[src/digit_view_pkg.sv]
`default_nettype none

package digit_view_pkg;

    // 640x480 at 60 Hz, 25 MHz pixel clock
    localparam int H_ACTIVE = 640;
    localparam int H_FRONT  = 16;
    localparam int H_SYNC   = 96;
    localparam int H_BACK   = 48;
    localparam int H_TOTAL  = H_ACTIVE + H_FRONT + H_SYNC + H_BACK;

    localparam int V_ACTIVE = 480;
    localparam int V_FRONT  = 10;
    localparam int V_SYNC   = 2;
    localparam int V_BACK   = 33;
    localparam int V_TOTAL  = V_ACTIVE + V_FRONT + V_SYNC + V_BACK;

    // sync windows, pulses are active low
    localparam int HS_START = H_ACTIVE + H_FRONT;
    localparam int HS_END   = HS_START + H_SYNC;
    localparam int VS_START = V_ACTIVE + V_FRONT;
    localparam int VS_END   = VS_START + V_SYNC;

    // handwriting box, 30x30 cells of 8x8 pixels
    localparam int BOX_X0   = 200;
    localparam int BOX_Y0   = 120;
    localparam int BM_SIZE  = 30;
    localparam int CELL     = 8;
    localparam int BOX_SIZE = BM_SIZE * CELL;
    // ring drawn just outside the box
    localparam int BORDER   = 2;

    // answer glyph window, 8x8 font scaled like the cells
    localparam int GLYPH_X0   = 480;
    localparam int GLYPH_Y0   = 184;
    localparam int FONT_W     = 8;
    localparam int GLYPH_SIZE = FONT_W * CELL;

    localparam int COLOR_W = 10;
    localparam int FRAME_W = 12;

    // raster state of one pixel
    typedef struct packed {
        logic [10:0] x;
        logic [10:0] y;
        logic        hs;
        logic        vs;
        logic        active;
    } vga_timing_t;

    // one pixel colour
    typedef struct packed {
        logic [COLOR_W-1:0] red;
        logic [COLOR_W-1:0] green;
        logic [COLOR_W-1:0] blue;
    } rgb_t;

    // syncs idle high, video off
    localparam vga_timing_t TIMING_IDLE = '{x: '0, y: '0, hs: 1'b1, vs: 1'b1, active: 1'b0};

    localparam rgb_t C_BLACK = '{red: '0, green: '0, blue: '0};
    localparam rgb_t C_WHITE = '{red: '1, green: '1, blue: '1};
    localparam rgb_t C_BG    = '{red: 10'h100, green: 10'h100, blue: 10'h100};
    localparam rgb_t C_GREEN = '{red: '0, green: '1, blue: '0};
    localparam rgb_t C_RED   = '{red: '1, green: '0, blue: '0};
    localparam rgb_t C_BLUE  = '{red: '0, green: '0, blue: '1};

endpackage

`default_nettype wire

[src/digit_font_rom.sv]
`timescale 1ns/1ps
`default_nettype none

module digit_font_rom (
    input  wire logic [3:0] i_digit,
    input  wire logic [2:0] i_row,
    output logic [7:0]      o_bits
);

    // whole glyph, row 0 in the top byte
    logic [63:0] glyph;

    always_comb begin
        case (i_digit)
            4'd0:    glyph = 64'h3C66_6E76_6666_3C00;
            4'd1:    glyph = 64'h1838_1818_1818_7E00;
            4'd2:    glyph = 64'h3C66_060C_3060_7E00;
            4'd3:    glyph = 64'h3C66_061C_0666_3C00;
            4'd4:    glyph = 64'h0C1C_3C6C_7E0C_0C00;
            4'd5:    glyph = 64'h7E60_7C06_0666_3C00;
            4'd6:    glyph = 64'h3C60_607C_6666_3C00;
            4'd7:    glyph = 64'h7E06_0C18_3030_3000;
            4'd8:    glyph = 64'h3C66_663C_6666_3C00;
            4'd9:    glyph = 64'h3C66_663E_060C_3800;
            // no glyph above 9
            default: glyph = 64'h0;
        endcase
    end

    // bit 7 is the leftmost pixel of the row
    assign o_bits = glyph[8*(7-i_row) +: 8];

endmodule

`default_nettype wire

[src/digit_view_top.sv]
`timescale 1ns/1ps
`default_nettype none

module digit_view_top
    import digit_view_pkg::*;
(
    input  wire logic          i_clk,
    input  wire logic          i_rst_n,
    input  wire logic [899:0]  i_handwrite,
    input  wire logic [3:0]    i_digit_answered,
    input  wire logic          i_digit_identified,
    output logic [7:0]         o_vga_r,
    output logic [7:0]         o_vga_g,
    output logic [7:0]         o_vga_b,
    output logic               o_vga_hs,
    output logic               o_vga_vs,
    output logic               o_vga_blank_n,
    output logic [6:0]         o_hex3,
    output logic [6:0]         o_hex2,
    output logic [6:0]         o_hex1,
    output logic [6:0]         o_hex0
);

    vga_timing_t          timing;
    logic [FRAME_W-1:0]   frame_cnt;
    rgb_t                 rgb;

    // raster generator
    vga_timing u_timing (
        .i_clk       (i_clk),
        .i_rst_n     (i_rst_n),
        .o_timing    (timing),
        .o_frame_cnt (frame_cnt)
    );

    // pixel colour, one cycle behind timing
    scroll u_scroll (
        .i_clk              (i_clk),
        .i_rst_n            (i_rst_n),
        .i_timing           (timing),
        .i_frame_cnt        (frame_cnt),
        .i_handwrite        (i_handwrite),
        .i_digit_answered   (i_digit_answered),
        .i_digit_identified (i_digit_identified),
        .o_rgb              (rgb)
    );

    // pins, two cycles behind timing
    vga_out_stage u_out (
        .i_clk         (i_clk),
        .i_rst_n       (i_rst_n),
        .i_timing      (timing),
        .i_rgb         (rgb),
        .o_vga_r       (o_vga_r),
        .o_vga_g       (o_vga_g),
        .o_vga_b       (o_vga_b),
        .o_vga_hs      (o_vga_hs),
        .o_vga_vs      (o_vga_vs),
        .o_vga_blank_n (o_vga_blank_n)
    );

    // frame count on hex3..hex1, answer on hex0
    seven_hex_16_4 u_hex (
        .i_hex     ({frame_cnt[11:0], i_digit_answered}),
        .o_seven_3 (o_hex3),
        .o_seven_2 (o_hex2),
        .o_seven_1 (o_hex1),
        .o_seven_0 (o_hex0)
    );

endmodule

`default_nettype wire

[src/scroll.sv]
`timescale 1ns/1ps
`default_nettype none

module scroll
    import digit_view_pkg::*;
(
    input  wire logic                i_clk,
    input  wire logic                i_rst_n,
    input  wire vga_timing_t         i_timing,
    input  wire logic [FRAME_W-1:0]  i_frame_cnt,
    input  wire logic [899:0]        i_handwrite,
    input  wire logic [3:0]          i_digit_answered,
    input  wire logic                i_digit_identified,
    output rgb_t                     o_rgb
);

    // offsets from the box and glyph corners
    logic [10:0] box_dx;
    logic [10:0] box_dy;
    logic [10:0] gl_dx;
    logic [10:0] gl_dy;

    logic        in_box;
    logic        in_ring;
    logic        in_glyph;

    logic [9:0]  bm_idx;
    logic [5:0]  scroll_line;
    logic [7:0]  font_bits;
    logic        font_px;
    rgb_t        rgb_next;

    assign box_dx = i_timing.x - 11'(BOX_X0);
    assign box_dy = i_timing.y - 11'(BOX_Y0);
    assign gl_dx  = i_timing.x - 11'(GLYPH_X0);
    assign gl_dy  = i_timing.y - 11'(GLYPH_Y0);

    // region tests
    assign in_box = (i_timing.x >= 11'(BOX_X0)) && (i_timing.x < 11'(BOX_X0 + BOX_SIZE))
                 && (i_timing.y >= 11'(BOX_Y0)) && (i_timing.y < 11'(BOX_Y0 + BOX_SIZE));

    // ring test includes the box, priority sorts it out
    assign in_ring = (i_timing.x >= 11'(BOX_X0 - BORDER))
                  && (i_timing.x < 11'(BOX_X0 + BOX_SIZE + BORDER))
                  && (i_timing.y >= 11'(BOX_Y0 - BORDER))
                  && (i_timing.y < 11'(BOX_Y0 + BOX_SIZE + BORDER));

    assign in_glyph = (i_timing.x >= 11'(GLYPH_X0)) && (i_timing.x < 11'(GLYPH_X0 + GLYPH_SIZE))
                   && (i_timing.y >= 11'(GLYPH_Y0)) && (i_timing.y < 11'(GLYPH_Y0 + GLYPH_SIZE));

    // cell index row*30+col, 8 pixels per cell
    assign bm_idx = 10'(box_dy[7:3]) * 10'(BM_SIZE) + 10'(box_dx[7:3]);

    // one glyph line per frame, wraps at 64
    assign scroll_line = gl_dy[5:0] + i_frame_cnt[5:0];

    digit_font_rom u_font (
        .i_digit (i_digit_answered),
        .i_row   (scroll_line[5:3]),
        .o_bits  (font_bits)
    );

    // font column from the scaled x offset
    assign font_px = font_bits[3'd7 - gl_dx[5:3]];

    always_comb begin
        if (!i_timing.active) begin
            rgb_next = C_BLACK;
        end else if (in_box) begin
            rgb_next = i_handwrite[bm_idx] ? C_WHITE : C_BLACK;
        end else if (in_ring) begin
            // green once a digit is recognised
            rgb_next = i_digit_identified ? C_GREEN : C_RED;
        end else if (in_glyph) begin
            rgb_next = font_px ? C_BLUE : C_BLACK;
        end else begin
            rgb_next = C_BG;
        end
    end

    always_ff @(posedge i_clk) begin
        if (!i_rst_n) begin
            o_rgb <= C_BLACK;
        end else begin
            o_rgb <= rgb_next;
        end
    end

    // blanking pixels leave here black
    a_blank_black: assert property (
        @(posedge i_clk) disable iff (!i_rst_n)
        !$past(i_timing.active) |-> (o_rgb == C_BLACK)
    );

endmodule

`default_nettype wire

[src/seven_hex_16_4.sv]
`timescale 1ns/1ps
`default_nettype none

module seven_hex_16_4 (
    input  wire logic [15:0] i_hex,
    output logic [6:0]       o_seven_3,
    output logic [6:0]       o_seven_2,
    output logic [6:0]       o_seven_1,
    output logic [6:0]       o_seven_0
);

    // active low, g at bit 6 down to a at bit 0
    function automatic logic [6:0] seg_decode(input logic [3:0] nib);
        case (nib)
            4'h0:    seg_decode = 7'b1000000;
            4'h1:    seg_decode = 7'b1111001;
            4'h2:    seg_decode = 7'b0100100;
            4'h3:    seg_decode = 7'b0110000;
            4'h4:    seg_decode = 7'b0011001;
            4'h5:    seg_decode = 7'b0010010;
            4'h6:    seg_decode = 7'b0000010;
            4'h7:    seg_decode = 7'b1111000;
            4'h8:    seg_decode = 7'b0000000;
            4'h9:    seg_decode = 7'b0010000;
            4'hA:    seg_decode = 7'b0001000;
            4'hB:    seg_decode = 7'b0000011;
            4'hC:    seg_decode = 7'b1000110;
            4'hD:    seg_decode = 7'b0100001;
            4'hE:    seg_decode = 7'b0000110;
            default: seg_decode = 7'b0001110;
        endcase
    endfunction

    // digit 3 carries the top nibble
    assign o_seven_3 = seg_decode(i_hex[15:12]);
    assign o_seven_2 = seg_decode(i_hex[11:8]);
    assign o_seven_1 = seg_decode(i_hex[7:4]);
    assign o_seven_0 = seg_decode(i_hex[3:0]);

endmodule

`default_nettype wire

[src/vga_out_stage.sv]
`timescale 1ns/1ps
`default_nettype none

module vga_out_stage
    import digit_view_pkg::*;
(
    input  wire logic         i_clk,
    input  wire logic         i_rst_n,
    input  wire vga_timing_t  i_timing,
    input  wire rgb_t         i_rgb,
    output logic [7:0]        o_vga_r,
    output logic [7:0]        o_vga_g,
    output logic [7:0]        o_vga_b,
    output logic              o_vga_hs,
    output logic              o_vga_vs,
    output logic              o_vga_blank_n
);

    // timing lined up with the renderer register
    vga_timing_t timing_d;

    always_ff @(posedge i_clk) begin
        if (!i_rst_n) begin
            timing_d      <= TIMING_IDLE;
            o_vga_r       <= '0;
            o_vga_g       <= '0;
            o_vga_b       <= '0;
            o_vga_hs      <= 1'b1;
            o_vga_vs      <= 1'b1;
            o_vga_blank_n <= 1'b0;
        end else begin
            timing_d      <= i_timing;
            // top 8 bits of each 10 bit channel
            o_vga_r       <= i_rgb.red[COLOR_W-1 -: 8];
            o_vga_g       <= i_rgb.green[COLOR_W-1 -: 8];
            o_vga_b       <= i_rgb.blue[COLOR_W-1 -: 8];
            o_vga_hs      <= timing_d.hs;
            o_vga_vs      <= timing_d.vs;
            o_vga_blank_n <= timing_d.active;
        end
    end

    // colour and blank from separate paths must agree
    a_blank_no_colour: assert property (
        @(posedge i_clk) disable iff (!i_rst_n)
        !o_vga_blank_n |-> ((o_vga_r == 8'd0) && (o_vga_g == 8'd0) && (o_vga_b == 8'd0))
    );

endmodule

`default_nettype wire

[src/vga_timing.sv]
`timescale 1ns/1ps
`default_nettype none

module vga_timing
    import digit_view_pkg::*;
(
    input  wire logic               i_clk,
    input  wire logic               i_rst_n,
    output vga_timing_t             o_timing,
    output logic [FRAME_W-1:0]      o_frame_cnt
);

    // free running raster position
    logic [10:0] h_cnt;
    logic [10:0] v_cnt;
    logic        h_last;
    logic        v_last;

    assign h_last = (h_cnt == 11'(H_TOTAL - 1));
    assign v_last = (v_cnt == 11'(V_TOTAL - 1));

    // counters plus frame count
    always_ff @(posedge i_clk) begin
        if (!i_rst_n) begin
            h_cnt       <= '0;
            v_cnt       <= '0;
            o_frame_cnt <= '0;
        end else if (h_last) begin
            h_cnt <= '0;
            if (v_last) begin
                // x and y wrap together here
                v_cnt       <= '0;
                o_frame_cnt <= o_frame_cnt + 1'b1;
            end else begin
                v_cnt <= v_cnt + 1'b1;
            end
        end else begin
            h_cnt <= h_cnt + 1'b1;
        end
    end

    // registered decode, one cycle behind the counters
    always_ff @(posedge i_clk) begin
        if (!i_rst_n) begin
            o_timing <= TIMING_IDLE;
        end else begin
            o_timing.x      <= h_cnt;
            o_timing.y      <= v_cnt;
            // low inside the sync window
            o_timing.hs     <= !((h_cnt >= 11'(HS_START)) && (h_cnt < 11'(HS_END)));
            o_timing.vs     <= !((v_cnt >= 11'(VS_START)) && (v_cnt < 11'(VS_END)));
            o_timing.active <= (h_cnt < 11'(H_ACTIVE)) && (v_cnt < 11'(V_ACTIVE));
        end
    end

    // line length stays at 800
    a_h_cnt_range: assert property (
        @(posedge i_clk) disable iff (!i_rst_n)
        h_cnt < 11'(H_TOTAL)
    );

endmodule

`default_nettype wire

[config.mk]
export PLATFORM = sky130hd
export DESIGN_NAME = digit_view_top
export DESIGN_NICKNAME = d
export VERILOG_FILES = /design/src/digit_view_pkg.sv /design/src/digit_font_rom.sv /design/src/digit_view_top.sv /design/src/scroll.sv /design/src/seven_hex_16_4.sv /design/src/vga_out_stage.sv /design/src/vga_timing.sv
export SDC_FILE = /design/constraint.sdc
export NUM_CORES = 1
export LEC_CHECK = 0
export BUFFER_PORTS_ARGS = -buffer_cell sky130_fd_sc_hd__buf_2
export CAP_MARGIN = 40
export CORE_AREA = 2 2 374 376
export CTS_CLUSTER_SIZE = 8
export DETAILED_ROUTE_END_ITERATION = 8
export DIE_AREA = 0 0 376 378
export HOLD_SLACK_MARGIN = 0.12
export SLEW_MARGIN = 15
export SYNTH_ARGS = -nofsm -noshare
export SYNTH_HDL_FRONTEND = slang
export SYNTH_HIERARCHICAL = 1
export SYNTH_SLANG_ARGS = --single-unit
[constraint.sdc]
create_clock -name i_clk -period 6.7 [get_ports i_clk]
set_input_delay 0 -clock i_clk [delete_from_list [all_inputs] [get_ports i_clk]]
set_output_delay 0 -clock i_clk [all_outputs]
set_load 0.02 [all_outputs]
==> impl_metrics.tcl <==
set metrics [dict create \
    finalCritPeriodShare_pct 93.7 \
    grt_start_max_net_pins 79 \
    vias 17300 \
    maxCapViolations 0 \
    design.portCount 962 \
    dieArea_um2 142000 \
    area.growth.synth_to_final_pct 47.7 \
    crit_slowest_cell "dfxtp_1" \
    drt-total-wl_mm 108 \
    slowest_delay_ns 0.53 \
    clk_pin_slew_worst_paths_ns 0.09 \
    drive_gt1_share_pct 56.3 \
    place_area_um2 21300 \
    setup_tns_ns 0 \
    n_fill_cell 15700 \
    ant_nets 0 \
    worstSetupPathType "reg2reg" \
    fin_nets 3298 \
    outcome "complete, no violations" \
    core_area_um2 139000 \
    fp.dieW_um 376 \
    hold_depth 3 \
    drt_first_pass_iters 6 \
    fin_ws_ns 0.425 \
    setup_viol 0 \
    worstPathMaxFanout 10 \
    drc 0 \
    startpoint_type "flop" \
    hp-class "in2reg" \
    worstPathRequired_ns 6.93 \
    clkLatencyLatePin_ns 0.38 \
    cts_buffer_depth 2 \
    globalplace.congestion 0.931 \
    dpl.hpwl_mm 96.0 \
    hold_viol_final 0 \
    gr-usage-all-layers_pct 14.2 \
    maxSlewViolCount 0 \
    rsz0062_at_grt "no" \
    timing.fmax_ghz 0.159 \
    syn_area_um2 14700 \
    fin_area_um2 21800 \
    crit_path_end_kind "flop" \
    port_buffers 961 \
    ctsHtreeMaxLevel 3 \
    yosysWarningCount 6 \
    numCtsBuffers 9 \
    avgRoutedWirePerCell_um 26.1 \
    r2r_cells 19 \
    tightest_slew_ns 0.829 \
    antenna_found_initial 79 \
    cts-root-buf "clkbuf_16" \
    vias_per_cell 4.17 \
    max-slew-margin-rel_pct 44.5 \
    power_leakage_nw 8.74 \
    syn_area_per_cell_um2 10.1 \
    cts_tree "built" \
    final.min_clock_period_ns 6.28 \
    die_h_um 378 \
    grt_pass1_wl_mm 137 \
    num_rows 137 \
    first_iter_violations 1581 \
    synthCells 1452 \
    skew_ns 0.0143 \
    worstPathCellList "inv_1 > ha_1 > xnor2_4 > ha_1 > inv_1 > fa_1 > inv_1 > fa_1 > ha_1 > o21a_1 > o21ai_0 > nor2_1 > nand2_1 > xnor2_1 > nand2_1 > nor4_1 > o211ai_1 > a31oi_4 > o32ai_1" \
    irDropWorstVdd_uv 119 \
    arrival_ns 6.51 \
    place_ws_ns 0.398 \
    grt_overflow_total 0 \
    cts_sinks 95 \
    grt_pass1_vias 16100 \
    p_per_area_nw_per_um2 83.4 \
    initial_utilization_pct 10.6 \
]
## power by group
group / internal (mW) / switching (mW)
logic: 0.347 / 0.344
clock network: 0.268 / 0.283
registers: 0.569 / 0.00411
total: 1.18 / 0.631
## repair_timing
item | in CTS | in global routing
hold buffers | 1 | 0
buffers inserted | 0 | 2
hold endpoints to repair | 4 | 0
resized for setup | 0 | 2
setup endpoints to repair | 0 | 6
## sequential cells by signal, summed over array words and instances (netlist names)
signal,count
u_scroll/o_rgb,6
u_timing/o_frame_cnt,12
u_out/o_vga_hs,1
u_out/o_vga_g,8
u_out/o_vga_b,8
u_timing/o_timing,25
u_out/o_vga_blank_n,1
u_out/o_vga_r,8
u_timing/v_cnt,11
u_timing/h_cnt,11
u_out/o_vga_vs,1
u_out/timing_d,3
## stage by stage
stage	hold slack [ns]	util, %	std cells	power (mW)
after floorplan	0.149	-	1453	0.813
after global placement	0.295	15.4	4105	1.27
after detailed placement	0.310	15.4	4110	1.28
after CTS	0.208	15.6	4127	1.85
after global routing	0.256	15.7	4145	1.91
final	0.229	15.7	4157	1.81
## cell usage in the layout (no fill, tap or decap), types with 7 or more instances in the layout
cell type and instances:
a211oi_1 25, a21boi_0 10, a21oi_1 56, a311oi_1 11
a31oi_1 17, a32o_1 13, and2_1 47, and3_1 33
buf_2 961, buf_4 28, clkbuf_16 9, dfxtp_1 94
diode_2 28, ha_1 69, inv_1 48, mux2_2 16
mux2i_1 31, mux4_2 233, nand2_1 125, nand2b_1 19
nand3_1 30, nand4_1 22, nor2_1 79, nor3_1 20
nor4_1 14, o211ai_1 7, o21a_1 12, o21ai_0 34
o21ai_1 10, o22ai_1 16, o31ai_1 15, o32ai_1 7
or3_1 12, or4_1 12, xnor2_1 26, xor2_1 12
## layer usage
layer | vias to the layer above | global-route usage (%) | wire length [um]
met5 | - | 0 | 261
met1 | 8516 | 18.0 | 44400
met4 | 46 | 4.23 | 3110
met2 | 1116 | 22.3 | 49400
met3 | 158 | 5.40 | 11200
li1 | 7506 | - | -
## final timing paths
path	start	end	slack, ns
max	u_timing/o_timing[6]	u_scroll/o_rgb[17]	0.42
max reg2reg	u_timing/o_timing[6]	u_scroll/o_rgb[17]	0.42
min reg2reg	u_out/timing_d[1]	u_out/o_vga_vs	0.42
min	i_rst_n	u_timing/o_frame_cnt[1]	0.23
## final cells by class
class	count	area, um^2	share of cell area (%)
multi-input cells	1164	11900	54.5
repair buffers	996	5150	23.7
well taps	1807	2260	10.4
flip-flops and latches	95	1910	8.76
clock buffers	9	225	1.04
inverters	51	191	0.880
clock inverters	7	86.3	0.397
diodes	28	70.1	0.322
## critical path: cells and delay by family (launching register included)
| kind | cells | cell delay (ns) |
|---|---|---|
| adders and majority gates | 5 | 2.10 |
| and+or+nand+nor | 4 | 1.15 |
| AOI/OAI and AO/OA | 5 | 1.08 |
| xor gates and xnor gates | 2 | 0.88 |
| DFF | 1 | 0.53 |
| buffers and inverters | 3 | 0.36 |
Power figures use the tool's default switching activity.
